File: config.mk
export PLATFORM = sky130hd
export DESIGN_NAME = axis_register_slice
export DESIGN_NICKNAME = d
export VERILOG_FILES = /design/src/hw/axis_pkg.sv /design/src/hw/skid_buffer.sv /design/src/hw/axis_skid_buffer.sv /design/src/hw/axis_register_slice.sv
export SDC_FILE = /design/constraint.sdc
export NUM_CORES = 1
export LEC_CHECK = 0
export ABC_AREA = 1
export BUFFER_PORTS_ARGS = -buffer_cell sky130_fd_sc_hd__buf_2
export CAP_MARGIN = 15
export CORE_MARGIN = 1.5
export CORE_UTILIZATION = 30
export CTS_BUF_LIST = sky130_fd_sc_hd__clkbuf_2
export DETAILED_ROUTE_END_ITERATION = 7
export PLACE_DENSITY = 0.47
export SYNTH_ARGS = -nofsm -noshare
export SYNTH_HDL_FRONTEND = slang
export SYNTH_SLANG_ARGS = --single-unit
File: constraint.sdc
create_clock -name aclk -period 6.25 [get_ports aclk]
set_input_delay 0.9375 -clock aclk [delete_from_list [all_inputs] [get_ports aclk]]
set_output_delay 0.9375 -clock aclk [all_outputs]
set_load 0.05 [all_outputs]
File: src/hw/axis_pkg.sv
// AXI4-Stream field widths and the packed beat carried through the register slice
`default_nettype none

package axis_pkg;

    // Fixed beat geometry
    localparam int AXIS_DATA_BYTES = 4;          // tdata bytes per beat
    localparam int AXIS_DEST_WIDTH = 4;          // Routing field, passed through untouched
    localparam int AXIS_USER_WIDTH = 2;          // Sideband bits
    localparam int AXIS_ID_WIDTH   = 3;          // Stream identifier

    // One stream beat, 50 bits in total
    // MSB first: tdata sits on top, tid in the low bits
    typedef struct packed {
        logic [AXIS_DATA_BYTES*8-1:0] tdata;     // Payload word
        logic [AXIS_DATA_BYTES-1:0]   tstrb;     // Byte qualifier, data vs position
        logic [AXIS_DATA_BYTES-1:0]   tkeep;     // Byte qualifier, null bytes
        logic                         tlast;     // Packet boundary
        logic [AXIS_DEST_WIDTH-1:0]   tdest;     // Destination
        logic [AXIS_USER_WIDTH-1:0]   tuser;     // User sideband
        logic [AXIS_ID_WIDTH-1:0]     tid;       // Stream id
    } axis_beat_t;

endpackage

`default_nettype wire

File: src/hw/skid_buffer.sv
// Skid buffer that registers the ready path and passes beats through with no added latency
`timescale 1ns/1ps
`default_nettype none

module skid_buffer #(
    parameter type payload_t = logic             // Any packed payload
) (
    input  logic     aclk,
    input  logic     rst_n,

    input  logic     rx_tvalid,                  // Upstream side
    output logic     rx_tready,                  // Registered, high while skid is empty
    input  payload_t rx_data,

    output logic     tx_tvalid,                  // Downstream side
    input  logic     tx_tready,
    output payload_t tx_data
);

    logic     full;                              // Skid register holds a beat
    logic     full_next;
    logic     load;                              // Capture incoming beat into skid
    payload_t skid_q;                            // Spare slot for one stalled beat

    // Beat accepted upstream but downstream not taking it
    assign load = rx_tvalid && rx_tready && !tx_tready;

    always_comb begin
        full_next = full;
        if (full && tx_tready) begin             // Stored beat drains
            full_next = 1'b0;
        end else if (load) begin                 // Beat lands in the skid slot
            full_next = 1'b1;
        end
    end

    // Control state
    // rx_tready kept as its own flop so the ready path starts at a register
    always_ff @(posedge aclk or negedge rst_n) begin
        if (!rst_n) begin
            full      <= 1'b0;
            rx_tready <= 1'b1;                   // Empty after reset
        end else begin
            full      <= full_next;
            rx_tready <= !full_next;
        end
    end

    // Payload slot
    always_ff @(posedge aclk) begin
        if (load) begin
            skid_q <= rx_data;
        end
    end

    // Output mux: skid slot when full, else straight through
    always_comb begin
        if (full) begin
            tx_tvalid = 1'b1;                    // Stored beat always valid
            tx_data   = skid_q;
        end else begin
            tx_tvalid = rx_tvalid;               // Zero-latency path
            tx_data   = rx_data;
        end
    end

    // A stalled beat stays put until taken, relies on the upstream holding its beat too
    assert property (@(posedge aclk) disable iff (!rst_n)
        tx_tvalid && !tx_tready |=> tx_tvalid && $stable(tx_data))
    else $error("skid_buffer: tx beat changed while stalled");

    // Ready flop must track the full flag
    assert property (@(posedge aclk) disable iff (!rst_n)
        full |-> !rx_tready)
    else $error("skid_buffer: rx_tready high with skid register full");

endmodule

`default_nettype wire

File: src/hw/axis_skid_buffer.sv
// AXI4-Stream skid stage: packs the beat, buffers it and ties off disabled fields
`timescale 1ns/1ps
`default_nettype none

module axis_skid_buffer import axis_pkg::*; #(
    parameter int USE_TLAST = 1,                 // 0 drops tlast, tx_tlast tied high
    parameter int USE_TKEEP = 1,                 // 0 drops tkeep, tx_tkeep all ones
    parameter int USE_TSTRB = 1                  // 0 drops tstrb, tx_tstrb all ones
) (
    input  logic                         aclk,
    input  logic                         rst_n,

    input  logic                         rx_tvalid,
    output logic                         rx_tready,
    input  logic [AXIS_DATA_BYTES*8-1:0] rx_tdata,
    input  logic [AXIS_DATA_BYTES-1:0]   rx_tstrb,
    input  logic [AXIS_DATA_BYTES-1:0]   rx_tkeep,
    input  logic                         rx_tlast,
    input  logic [AXIS_DEST_WIDTH-1:0]   rx_tdest,
    input  logic [AXIS_USER_WIDTH-1:0]   rx_tuser,
    input  logic [AXIS_ID_WIDTH-1:0]     rx_tid,

    output logic                         tx_tvalid,
    input  logic                         tx_tready,
    output logic [AXIS_DATA_BYTES*8-1:0] tx_tdata,
    output logic [AXIS_DATA_BYTES-1:0]   tx_tstrb,
    output logic [AXIS_DATA_BYTES-1:0]   tx_tkeep,
    output logic                         tx_tlast,
    output logic [AXIS_DEST_WIDTH-1:0]   tx_tdest,
    output logic [AXIS_USER_WIDTH-1:0]   tx_tuser,
    output logic [AXIS_ID_WIDTH-1:0]     tx_tid
);

    axis_beat_t                 rx_beat;         // Packed incoming beat
    axis_beat_t                 tx_beat;         // Buffered beat
    logic [AXIS_DATA_BYTES-1:0] strb_in;         // Field value as stored
    logic [AXIS_DATA_BYTES-1:0] keep_in;
    logic                       last_in;

    // Optional fields
    // A disabled field stores a constant, so synthesis folds its flops away
    if (USE_TSTRB != 0) begin : g_tstrb_on
        assign strb_in  = rx_tstrb;
        assign tx_tstrb = tx_beat.tstrb;
    end else begin : g_tstrb_off
        logic unused_tstrb;                      // Lint sink for dead bits
        assign strb_in      = '1;
        assign tx_tstrb     = '1;
        assign unused_tstrb = &{1'b0, rx_tstrb, tx_beat.tstrb};
    end

    if (USE_TKEEP != 0) begin : g_tkeep_on
        assign keep_in  = rx_tkeep;
        assign tx_tkeep = tx_beat.tkeep;
    end else begin : g_tkeep_off
        logic unused_tkeep;
        assign keep_in      = '1;
        assign tx_tkeep     = '1;               // Every byte kept
        assign unused_tkeep = &{1'b0, rx_tkeep, tx_beat.tkeep};
    end

    if (USE_TLAST != 0) begin : g_tlast_on
        assign last_in  = rx_tlast;
        assign tx_tlast = tx_beat.tlast;
    end else begin : g_tlast_off
        logic unused_tlast;
        assign last_in      = 1'b1;
        assign tx_tlast     = 1'b1;             // Every beat ends a packet
        assign unused_tlast = &{1'b0, rx_tlast, tx_beat.tlast};
    end

    // Pack
    always_comb begin
        rx_beat.tdata = rx_tdata;
        rx_beat.tstrb = strb_in;
        rx_beat.tkeep = keep_in;
        rx_beat.tlast = last_in;
        rx_beat.tdest = rx_tdest;
        rx_beat.tuser = rx_tuser;
        rx_beat.tid   = rx_tid;
    end

    skid_buffer #(
        .payload_t (axis_beat_t)
    ) skid_buffer_i (
        .aclk      (aclk),
        .rst_n     (rst_n),
        .rx_tvalid (rx_tvalid),
        .rx_tready (rx_tready),
        .rx_data   (rx_beat),
        .tx_tvalid (tx_tvalid),
        .tx_tready (tx_tready),
        .tx_data   (tx_beat)
    );

    // Unpack, mandatory fields
    assign tx_tdata = tx_beat.tdata;
    assign tx_tdest = tx_beat.tdest;
    assign tx_tuser = tx_beat.tuser;
    assign tx_tid   = tx_beat.tid;

endmodule

`default_nettype wire

File: src/hw/axis_register_slice.sv
// AXI4-Stream register slice built from a chain of zero-latency skid stages
`timescale 1ns/1ps
`default_nettype none

module axis_register_slice import axis_pkg::*; #(
    parameter int STAGES    = 2,                 // Skid stages, also beats held under stall
    parameter int USE_TLAST = 1,
    parameter int USE_TKEEP = 1,
    parameter int USE_TSTRB = 1
) (
    input  logic                         aclk,
    input  logic                         rst_n,

    input  logic                         rx_tvalid,
    output logic                         rx_tready,
    input  logic [AXIS_DATA_BYTES*8-1:0] rx_tdata,
    input  logic [AXIS_DATA_BYTES-1:0]   rx_tstrb,
    input  logic [AXIS_DATA_BYTES-1:0]   rx_tkeep,
    input  logic                         rx_tlast,
    input  logic [AXIS_DEST_WIDTH-1:0]   rx_tdest,
    input  logic [AXIS_USER_WIDTH-1:0]   rx_tuser,
    input  logic [AXIS_ID_WIDTH-1:0]     rx_tid,

    output logic                         tx_tvalid,
    input  logic                         tx_tready,
    output logic [AXIS_DATA_BYTES*8-1:0] tx_tdata,
    output logic [AXIS_DATA_BYTES-1:0]   tx_tstrb,
    output logic [AXIS_DATA_BYTES-1:0]   tx_tkeep,
    output logic                         tx_tlast,
    output logic [AXIS_DEST_WIDTH-1:0]   tx_tdest,
    output logic [AXIS_USER_WIDTH-1:0]   tx_tuser,
    output logic [AXIS_ID_WIDTH-1:0]     tx_tid
);

    // Link k feeds stage k, link STAGES is the output
    logic [STAGES:0]              tvalid_w;
    logic [STAGES:0]              tready_w;
    logic [AXIS_DATA_BYTES*8-1:0] tdata_w [0:STAGES];
    logic [AXIS_DATA_BYTES-1:0]   tstrb_w [0:STAGES];
    logic [AXIS_DATA_BYTES-1:0]   tkeep_w [0:STAGES];
    logic [STAGES:0]              tlast_w;
    logic [AXIS_DEST_WIDTH-1:0]   tdest_w [0:STAGES];
    logic [AXIS_USER_WIDTH-1:0]   tuser_w [0:STAGES];
    logic [AXIS_ID_WIDTH-1:0]     tid_w   [0:STAGES];

    // Chain ends
    assign tvalid_w[0] = rx_tvalid;
    assign rx_tready   = tready_w[0];            // Straight from the first stage's flop
    assign tdata_w[0]  = rx_tdata;
    assign tstrb_w[0]  = rx_tstrb;
    assign tkeep_w[0]  = rx_tkeep;
    assign tlast_w[0]  = rx_tlast;
    assign tdest_w[0]  = rx_tdest;
    assign tuser_w[0]  = rx_tuser;
    assign tid_w[0]    = rx_tid;

    assign tx_tvalid        = tvalid_w[STAGES];
    assign tready_w[STAGES] = tx_tready;
    assign tx_tdata         = tdata_w[STAGES];
    assign tx_tstrb         = tstrb_w[STAGES];
    assign tx_tkeep         = tkeep_w[STAGES];
    assign tx_tlast         = tlast_w[STAGES];
    assign tx_tdest         = tdest_w[STAGES];
    assign tx_tuser         = tuser_w[STAGES];
    assign tx_tid           = tid_w[STAGES];

    for (genvar k = 0; k < STAGES; k++) begin : g_stage
        axis_skid_buffer #(
            .USE_TLAST (USE_TLAST),
            .USE_TKEEP (USE_TKEEP),
            .USE_TSTRB (USE_TSTRB)
        ) axis_skid_buffer_i (
            .aclk      (aclk),
            .rst_n     (rst_n),
            .rx_tvalid (tvalid_w[k]),
            .rx_tready (tready_w[k]),
            .rx_tdata  (tdata_w[k]),
            .rx_tstrb  (tstrb_w[k]),
            .rx_tkeep  (tkeep_w[k]),
            .rx_tlast  (tlast_w[k]),
            .rx_tdest  (tdest_w[k]),
            .rx_tuser  (tuser_w[k]),
            .rx_tid    (tid_w[k]),
            .tx_tvalid (tvalid_w[k+1]),
            .tx_tready (tready_w[k+1]),
            .tx_tdata  (tdata_w[k+1]),
            .tx_tstrb  (tstrb_w[k+1]),
            .tx_tkeep  (tkeep_w[k+1]),
            .tx_tlast  (tlast_w[k+1]),
            .tx_tdest  (tdest_w[k+1]),
            .tx_tuser  (tuser_w[k+1]),
            .tx_tid    (tid_w[k+1])
        );
    end

endmodule

`default_nettype wire

==> out/metrics.cfg, run 1 <==
[critical_path]
critPathKind = flip-flop to output port
crit_fanout = 51
max_stage_delay_ps = 520
worst-r2r-setup-slack_ps = 3570
critPathLaunchType = flip-flop
crit_required_ps = 5310
endpoint_kind = output port
slowest_stage = buf_4
crit_path_frequent_cell = nand2_1
ff2ff_path_depth = 4
crit_chain = buf_4 > nand2_1 > nand3_1 > nand2_1 > buf_2
rr_startpoint = g_stage[0].axis_skid_buffer_i.skid_buffer_i.full
worstPathArrival_ps = 2170

[final_layout]
drive_above_1_share_pct = 20.6
multi_input_area_mm2 = 0.00137
nFillCells = 1750
regArea_mm2 = 0.00311
nNetsFinal = 694
synthToLayoutAreaGrowth_pct = 15.4

[route]
totalWireLength_um = 11300
first_pass_iters = 4
wl_per_cell_um = 13.0
vias_per_cell = 4.16
dr_total_vias = 3601
post-route-drc-count = 0
first_iter_violations = 213
drtAntennaViolNets = 0

[yosys]
netlist_area_mm2 = 0.00503
synth_cell_types = 14
ys.warnings.count = 0
yosysTopAreaCellShare_pct = 59.7
synth.yosys.seq_area_share_pct = 61.7
netlist_instances = 541
synth_top_cell_by_area = edfxtp_1
syn_nets = 595
ys_ff_latch = 104
synth_area_leaders = edfxtp_1 60%, nand2_1 15%, inv_1 7.7%, and2_1 6.2%, nand3_1 5.0%
syn_area_per_cell_um2 = 9.30

[status]
status = complete, no violations

[sta]
setup_violations = 0
maxSlewViolCount = 0
worst_slew_pin_slew_ps = 782
rsz0062_at_grt = no
period_share_pct = 49.8
finalHoldViolations = 0
tns_ps = 0
clock.fmax_mhz = 322
finClkSkew_ps = 33.4
period_minus_slack_ps = 3110
maxSlewHeadroom_pct = 47.7

[clocking]
cts_setup_buffers = 0
clock_latency_ps = 610
clock_sinks = 104
cts_resized = 0
cts_tree = built
cts_htree_levels = 3
clk_path_buf_depth = 2
root_buffer = clkbuf_2
clk_pin_slew_ps = 280
cts_made_buffers = 9

[die]
die-area_mm2 = 0.0176
ios = 106
rows = 47
core-area_mm2 = 0.0165
initial_core_util_pct = 30.5
die_x_um = 132
dieHeight_um = 132

[power_and_ir_drop]
leakage_nw = 2.79
p_total_mw = 1.84
ir_worst_vdd_mv = 0.197
p_per_area_mw_per_mm2 = 316

[grt]
grt_usage_pct = 13.5
antenna_found_initial = 1
grt_max_degree = 53
grt_overflow = 0
grt_pass1_vias = 3605
grt_pass1_wl_um = 18400

[hold_path]
worst_hold_path_type = primary input to flip-flop
hold_start = rx_tid[0]
min_path_cells = 1

[placement]
io_buffer_count = 105
place_hpwl_um = 6550
place_congestion = 0.702

[job]
maxCapViolations = 0

-- placed cells by master, fill, tap and decap left out, drive strengths merged --
master,Yosys,final
and2,50,50
o21ai,1,1
diode,0,1
dfrtp,2,2
clkbuf,0,12
dfstp,2,2
dlygate4sd3,0,1
clkinv,0,3
nand2,203,203
a21oi,1,1
edfxtp,100,100
nand3,50,50
inv,105,105
buf,22,109
nor2,5,5
clkinvlp,0,1
-- sequential cells by signal (all words and copies together), names as in the netlist --
register / flops
g_stage.axis_skid_buffer_i.skid_buffer_i.skid_q: 100
g_stage.axis_skid_buffer_i.skid_buffer_i.rx_tready: 2
g_stage.axis_skid_buffer_i.skid_buffer_i.full: 2
-- synthesized netlist by cell type --
library cell,count
nor2_1,5
o21ai_0,1
buf_2,8
nand3_1,50
nand2_1,203
buf_4,8
inv_4,2
a21oi_2,1
edfxtp_1,100
and2_1,50
dfrtp_1,2
buf_6,6
inv_1,103
dfstp_2,2
-- where the power goes --
part	switching, mW	internal (mW)
clock network	0.230	0.0546
logic	0.534	0.155
registers	0.0159	0.847
-- critical path, delay by kind of cell (launching register included) --
kind	cells	cell delay, ps
simple gates	3	340
buf+inv	2	730
flops	1	450
-- per-layer routing --
layer  vias to the layer above  part of all wire [%]  track usage [%]
met1                      1638                    49             17.8
met3                        13                   4.5             2.99
met5                         -                     0                0
li1                       1866                     -                -
met2                        84                    45             21.5
met4                         0                   1.9             6.04
-- how the worst max path moves through the flow --
stage                                                     start      endpoint  slack [ps]  cells past startpoint
6_report       g_stage[0].axis_skid_buffer_i.skid_buffer_i.full   tx_tstrb[3]        3140                      5
5_1_grt        g_stage[0].axis_skid_buffer_i.skid_buffer_i.full  tx_tdata[11]        2880                      5
4_1_cts        g_stage[0].axis_skid_buffer_i.skid_buffer_i.full     tx_tvalid        3020                      4
3_5_place_dp   g_stage[0].axis_skid_buffer_i.skid_buffer_i.full     flip-flop        3550                      4
3_3_place_gp   g_stage[0].axis_skid_buffer_i.skid_buffer_i.full     flip-flop        3560                      4
2_1_floorplan                                         tx_tready     flip-flop        2620                      3
-- per-stage QoR --
stage	setup WS, ps	hold WS, ps	util, %	std cells	instance area, um^2
global route	2880	401	35.3	866	5800
finish	3140	482	35.3	866	5800
CTS	3020	396	35.2	865	5800
global placement	3560	539	34.7	848	5710
detailed placement	3550	546	34.7	848	5710
floorplan	2620	502	-	541	5030
-- timing repair --
action | CTS | global route
hold buffers | 1 | 0
hold endpoints to repair | 2 | 0
endpoints found under the setup margin | 0 | 0
-- layout make-up --
class,count,area share [%]
tap,220,4.74
clock buffer,12,1.03
clock inverter,4,0.366
sequential,104,53.5
antenna,1,0.0431
inverter,105,6.88
multi-input combinational,310,23.6
timing repair buffer,110,9.74
-- logic make-up (layout without fill, tap and decap cells) --
kind of cell | count (synthesis) | count (layout) | synth area share (%)
compound gates | 2 | 2 | 0.274
flops | 104 | 104 | 61.7
other cells | 0 | 1 | 0
simple gates | 308 | 308 | 26.7
buf+inv | 127 | 231 | 11.3
No activity file was read; power rests on OpenSTA's default activity.
==> inputs of run 2 (changes only) <==
PLACE_DENSITY = 0.49   (was 0.47)
clock period = 2.7 ns   (was 6.25 ns; I/O delays follow)
==> out/metrics.cfg, run 2 (synthesis results as in run 1) <==
[clocking]
cts_setup_buffers = 0
cts_tree = built
clk_path_buf_depth = 2
clock_sinks = 104
root_buffer = clkbuf_2
cts_htree_levels = 3
cts_made_buffers = 9
clk_pin_slew_ps = 260
clock_latency_ps = 610

[route]
vias_per_cell = 4.20
drtAntennaViolNets = 0
totalWireLength_um = 11700
first_iter_violations = 183
post-route-drc-count = 0
wl_per_cell_um = 12.8
first_pass_iters = 4
dr_total_vias = 3864

[final_layout]
largest_reg_flops = 100
drive_above_1_share_pct = 19.2
multi_input_area_mm2 = 0.00137
fin_cells = 919
nNetsFinal = 747
layout_commonest_cell = nand2_1
max_flop_register = g_stage.axis_skid_buffer_i.skid_buffer_i.skid_q
nFillCells = 1736
reg.largest.list = g_stage.axis_skid_buffer_i.skid_buffer_i.skid_q (100), g_stage.axis_skid_buffer_i.skid_buffer_i.full (2), g_stage.axis_skid_buffer_i.skid_buffer_i.rx_tready (2)
regArea_mm2 = 0.00311
final_cell_mix = 203 x nand2_1, 105 x buf_2, 103 x inv_1
synthToLayoutAreaGrowth_pct = 26.7

[placement]
dp_cells = 850
place_congestion = 0.749
io_buffer_count = 105
place_hpwl_um = 6910
post-place-ws_ps = 843

[die]
die-area_mm2 = 0.0176
dieHeight_um = 132
rows = 47
core-area_mm2 = 0.0165
initial_core_util_pct = 30.5
ios = 106
die_x_um = 132

[status]
status = complete, no violations

[sta]
maxSlewHeadroom_pct = 67.1
setup_violations = 0
rsz0062_at_grt = no
finClkSkew_ps = 20.2
period_minus_slack_ps = 2390
period_share_pct = 88.5
clock.fmax_mhz = 418
worst_slew_pin_slew_ps = 493
maxSlewViolCount = 0
tns_ps = 0
fin_hold_ws_ps = 88.7
setup_ws_ps = 309
finalHoldViolations = 0

[grt]
antenna_found_initial = 1
grt_max_degree = 53
grt_usage_pct = 13.9
grt_pass1_vias = 3832
grt_pass1_wl_um = 19100
grt_overflow = 0

[critical_path]
crit_fanout = 52
worst-r2r-setup-slack_ps = 1150
critPathLaunchType = flip-flop
worstPathArrival_ps = 1990
endpoint_kind = output port
critPathKind = flip-flop to output port
crit_required_ps = 2300

[hold_path]
worst_hold_path_type = primary input to asynchronous set/reset pin

[power_and_ir_drop]
ir_worst_vdd_mv = 0.268
leakage_nw = 3.03
p_per_area_mw_per_mm2 = 690

[job]
maxCapViolations = 0

==> run 2: per-layer routing <==
layer  share of wire [%]  GRT usage [%]  wire, um  vias up
met3                 4.0           2.95       463       13
met2                  44           21.6      5180       76
met5                   0              0         0        -
met4                 1.9           5.86       221        0
met1                  50           18.9      5860     1797
li1                    -              -         -     1978
==> run 2: report_power, final <==
| group | switching, mW | leakage, nW | total, mW | internal, mW |
|---|---|---|---|---|
| clock | 0.518 | 0.0708 | 0.731 | 0.213 |
| sequential | 0.0414 | 0.967 | 2.00 | 1.96 |
| combinational | 1.25 | 1.99 | 1.67 | 0.418 |
==> run 2: per-stage QoR <==
| step | util [%] | instance area, um^2 | total power [mW] |
|---|---|---|---|
| after floorplan | - | 5030 | 3.28 |
| after global placement | 34.8 | 5740 | 3.65 |
| after detailed placement | 34.8 | 5740 | 3.66 |
| after CTS | 38.6 | 6360 | 4.47 |
| after global routing | 38.7 | 6370 | 4.65 |
| final | 38.7 | 6370 | 4.40 |
==> run 2: final cells by class <==
cell class                      count  share of cell area [%]
Antenna cell                        1                  0.0393
Multi-Input combinational cell    310                    21.5
Clock inverter                      5                   0.746
Timing Repair Buffer              163                    17.4
Tap cell                          220                    4.32
Inverter                          105                    6.34
Sequential cell                   104                    48.8
Clock buffer                       11                   0.864
==> run 2: path summary, 6_finish.rpt <==
check	cells after the start	start	end
min reg2reg	1	flip-flop	g_stage[0].axis_skid_buffer_i.skid_buffer_i.full
max	4	g_stage[1].axis_skid_buffer_i.skid_buffer_i.full	tx_tdata[13]
max in group asynchronous	2	rst_n	asynchronous set/reset pin
max reg2reg	3	flip-flop	flip-flop
min	2	rst_n	g_stage[0].axis_skid_buffer_i.skid_buffer_i.full
min in group aclk	3	rx_tvalid	g_stage[0].axis_skid_buffer_i.skid_buffer_i.full
==> run 2: timing repair <==
| item | in CTS | in global routing |
|---|---|---|
| hold buffers | 52 | 0 |
| endpoints found under the hold margin | 56 | 0 |
| endpoints found under the setup margin | 0 | 31 |
| resized for setup | 0 | 3 |
==> run 2: critical path: stages, from the launching register on <==
cell,delay (ps)
dfrtp_2,500
inv_6,360
nand3_1,150
nand2_1,90
buf_2,270
==> inputs of run 3 (changes only) <==
SYNTH_HIERARCHICAL = 1   (was not set)
==> out/metrics.cfg, run 3 <==
[status]
status = complete, no violations

[yosys]
yosysTopAreaCellShare_pct = 66.6
async_flop_share_pct = 3.85
ys_top_cells_by_count = 302 x nand2_1, 100 x edfxtp_1, 12 x buf_6, 10 x buf_4, 6 x nor2_1
syn_nets = 494
netlist_instances = 440
yosys.area_share.xor_xnor_pct = 0
synth.most_common_cell = nand2_1
synth_area_leaders = edfxtp_1 67%, nand2_1 25%, buf_6 3.0%, buf_4 1.7%, dfstp_2 1.2%
synthSimpleGateAreaFrac_pct = 25.9
ys.flop_type = edfxtp_1
synth_top_family_by_area = simple AND/OR/NAND/NOR gates
synth-compound-area-share_pct = 0.222
synth-adder-area-share_pct = 0
netlist_area_mm2 = 0.00451
synth_top_cell_by_area = edfxtp_1
synth-edff-count = 100
ys_ff_latch = 104
synth.yosys.seq_area_share_pct = 68.8
synth_mux_area_share_pct = 0
ys.warnings.count = 6
synth_cell_types = 10
syn_area_per_cell_um2 = 10.3

[power_and_ir_drop]
switching_power_mw = 1.49
p_int_mw = 2.39
pwr-share-seq_pct = 50.7
p_comb_share_pct = 33.5
leakage_nw = 2.65
swShare_pct = 38.3
clockPowerShare_pct = 15.8
ir_worst_vdd_mv = 0.433
p_per_area_mw_per_mm2 = 661

[clocking]
clock_sinks = 104
clock_latency_ps = 600
cts_tree = built
cts_htree_levels = 3
cts_made_buffers = 9
clk_pin_slew_ps = 260
root_buffer = clkbuf_2
clk_path_buf_depth = 2

[hold_path]
worst_hold_path_type = primary input to flip-flop
min_to = g_stage[0].axis_skid_buffer_i/skid_buffer_i/full
hold_start = rx_tvalid
min_path_cells = 3

[critical_path]
crit_required_ps = 2300
crit_chain = clkbuf_8 > or2_2 > or2_2 > buf_6
max_stage_delay_ps = 570
endpoint_kind = output port
crit_start = g_stage[0].axis_skid_buffer_i/skid_buffer_i/full
critPathTopFamily = simple AND/OR/NAND/NOR gates
worst-r2r-setup-slack_ps = 730
critPathLaunchType = flip-flop
crit_path_frequent_cell = or2_2
path_buf_inv = 2
crit_fanout = 12
rr_startpoint = g_stage[0].axis_skid_buffer_i/skid_buffer_i/full
worstPathArrival_ps = 2130
critPathKind = flip-flop to output port
slowest_stage = dfrtp_4
ff2ff_path_depth = 5

[final_layout]
nNetsFinal = 651
regArea_mm2 = 0.00311
largest_reg_flops = 100
reg.largest.list = g_stage.axis_skid_buffer_i/skid_buffer_i/skid_q (100), g_stage.axis_skid_buffer_i/skid_buffer_i/full (2), g_stage.axis_skid_buffer_i/skid_buffer_i/rx_tready (2)
drive_above_1_share_pct = 22.9
antennaDiodeCount = 0
max_flop_register = g_stage.axis_skid_buffer_i/skid_buffer_i/skid_q
final_cell_mix = 302 x nand2_1, 100 x edfxtp_1, 90 x buf_2
fin_area_mm2 = 0.00587
multi_input_area_mm2 = 0.00119
synthToLayoutAreaGrowth_pct = 30.1
layout_commonest_cell = nand2_1
nFillCells = 1467

[placement]
place_congestion = 0.740
io_buffer_count = 105
place_hpwl_um = 6260
postPlaceCellArea_mm2 = 0.00514
post-place-ws_ps = 554

[die]
initial_core_util_pct = 30.9
die-area_mm2 = 0.0158
core-area_mm2 = 0.0146
ios = 106
die_x_um = 126
dieHeight_um = 126
rows = 44

[sta]
setup_ws_ps = 164
rsz0062_at_grt = no
period_share_pct = 93.9
maxSlewHeadroom_pct = 57.3
setup_violations = 0
worst_slew_pin_slew_ps = 639
finClkSkew_ps = 23.2
fin_hold_ws_ps = 119
finalHoldViolations = 0
clock.fmax_mhz = 394
maxSlewViolCount = 0
period_minus_slack_ps = 2540

[route]
first_iter_violations = 201
first_pass_iters = 4
post-route-drc-count = 0
wl_per_cell_um = 13.4
drtAntennaViolNets = 0
vias_per_cell = 4.25
dr_total_vias = 3340
totalWireLength_um = 10500

[job]
maxCapViolations = 0

[grt]
grt_pass1_vias = 3318
grt_pass1_wl_um = 16800
grt_max_degree = 53
grt_usage_pct = 13.7
grt_overflow = 0
antenna_found_initial = 0

[run 3: changes by cell type after synthesis, moves of 2 or more]
cell     change
a21oi_1      +2
and2_1      -50
buf_2        -8
buf_4        +2
buf_6        +6
inv_1      -103
inv_4        -2
inv_6        +2
nand2_1     +99
nand3_1     -50
or2_2        +2
[run 3: worst max-delay path by stage]
stage	end	slack, ps	cells after the start
floorplan	flip-flop	160	2
detailed placement	tx_tstrb[3]	550	6
global placement	tx_tstrb[2]	580	6
CTS	tx_tdest[3]	-40	6
finish	tx_tvalid	160	4
global route	tx_tvalid	9	4
[run 3: worst register-to-register path: cells and delay by family, from the launching register on]
| family | cells | cell delay (ps) |
|---|---|---|
| DFF | 1 | 510 |
| and+or+nand+nor | 3 | 730 |
| buffers and inverters | 2 | 450 |
[run 3: layout make-up]
type / count / area share (%)
repair buffers: 168 / 20.8
flip-flops and latches: 104 / 53.0
inverters: 2 / 0.661
clock inverters: 5 / 0.405
well taps: 184 / 3.92
clock buffers: 11 / 0.938
multi-input cells: 312 / 20.3
[run 3: cells by family (layout without fill, tap and decap cells)]
family | count (synthesis) | count (layout)
AO/OA/AOI/OAI | 2 | 2
buffers and inverters | 24 | 186
flip-flops | 104 | 104
AND/OR/NAND/NOR | 310 | 310
[run 3: power groups by stage]
stage / combinational, mW / sequential [mW] / clock, mW
floorplan: 0.936 / 2.00 / 0
global placement: 1.19 / 2.01 / 0
detailed placement: 1.20 / 2.02 / 0
CTS: 1.26 / 1.98 / 0.660
global route: 1.41 / 1.98 / 0.715
finish: 1.30 / 1.97 / 0.612
[run 3: through the flow]
step | TNS [ps] | total power [mW] | util, % | instances
6_report | 0 | 3.88 | 40.2 | 786
5_1_grt | 0 | 4.11 | 40.2 | 786
4_1_cts | -288 | 3.90 | 39.4 | 781
3_5_place_dp | 0 | 3.21 | 35.3 | 713
3_3_place_gp | 0 | 3.20 | 35.3 | 713
2_1_floorplan | 0 | 2.94 | - | 440
[run 3: timing repair]
| action | CTS | global route |
|---|---|---|
| gates resized for setup | 3 | 21 |
| endpoints found under the setup margin | 50 | 50 |
| hold buffers | 52 | 1 |
| endpoints found under the hold margin | 58 | 1 |
| buffers inserted | 0 | 4 |
[run 3: routing by layer]
metal	GRT usage (%)	part of all wire, %	routed length [um]
met3	4.33	5.2	549
met5	0	0	0
met2	23.1	49	5120
met4	4.28	1.3	141
met1	16.8	45	4710
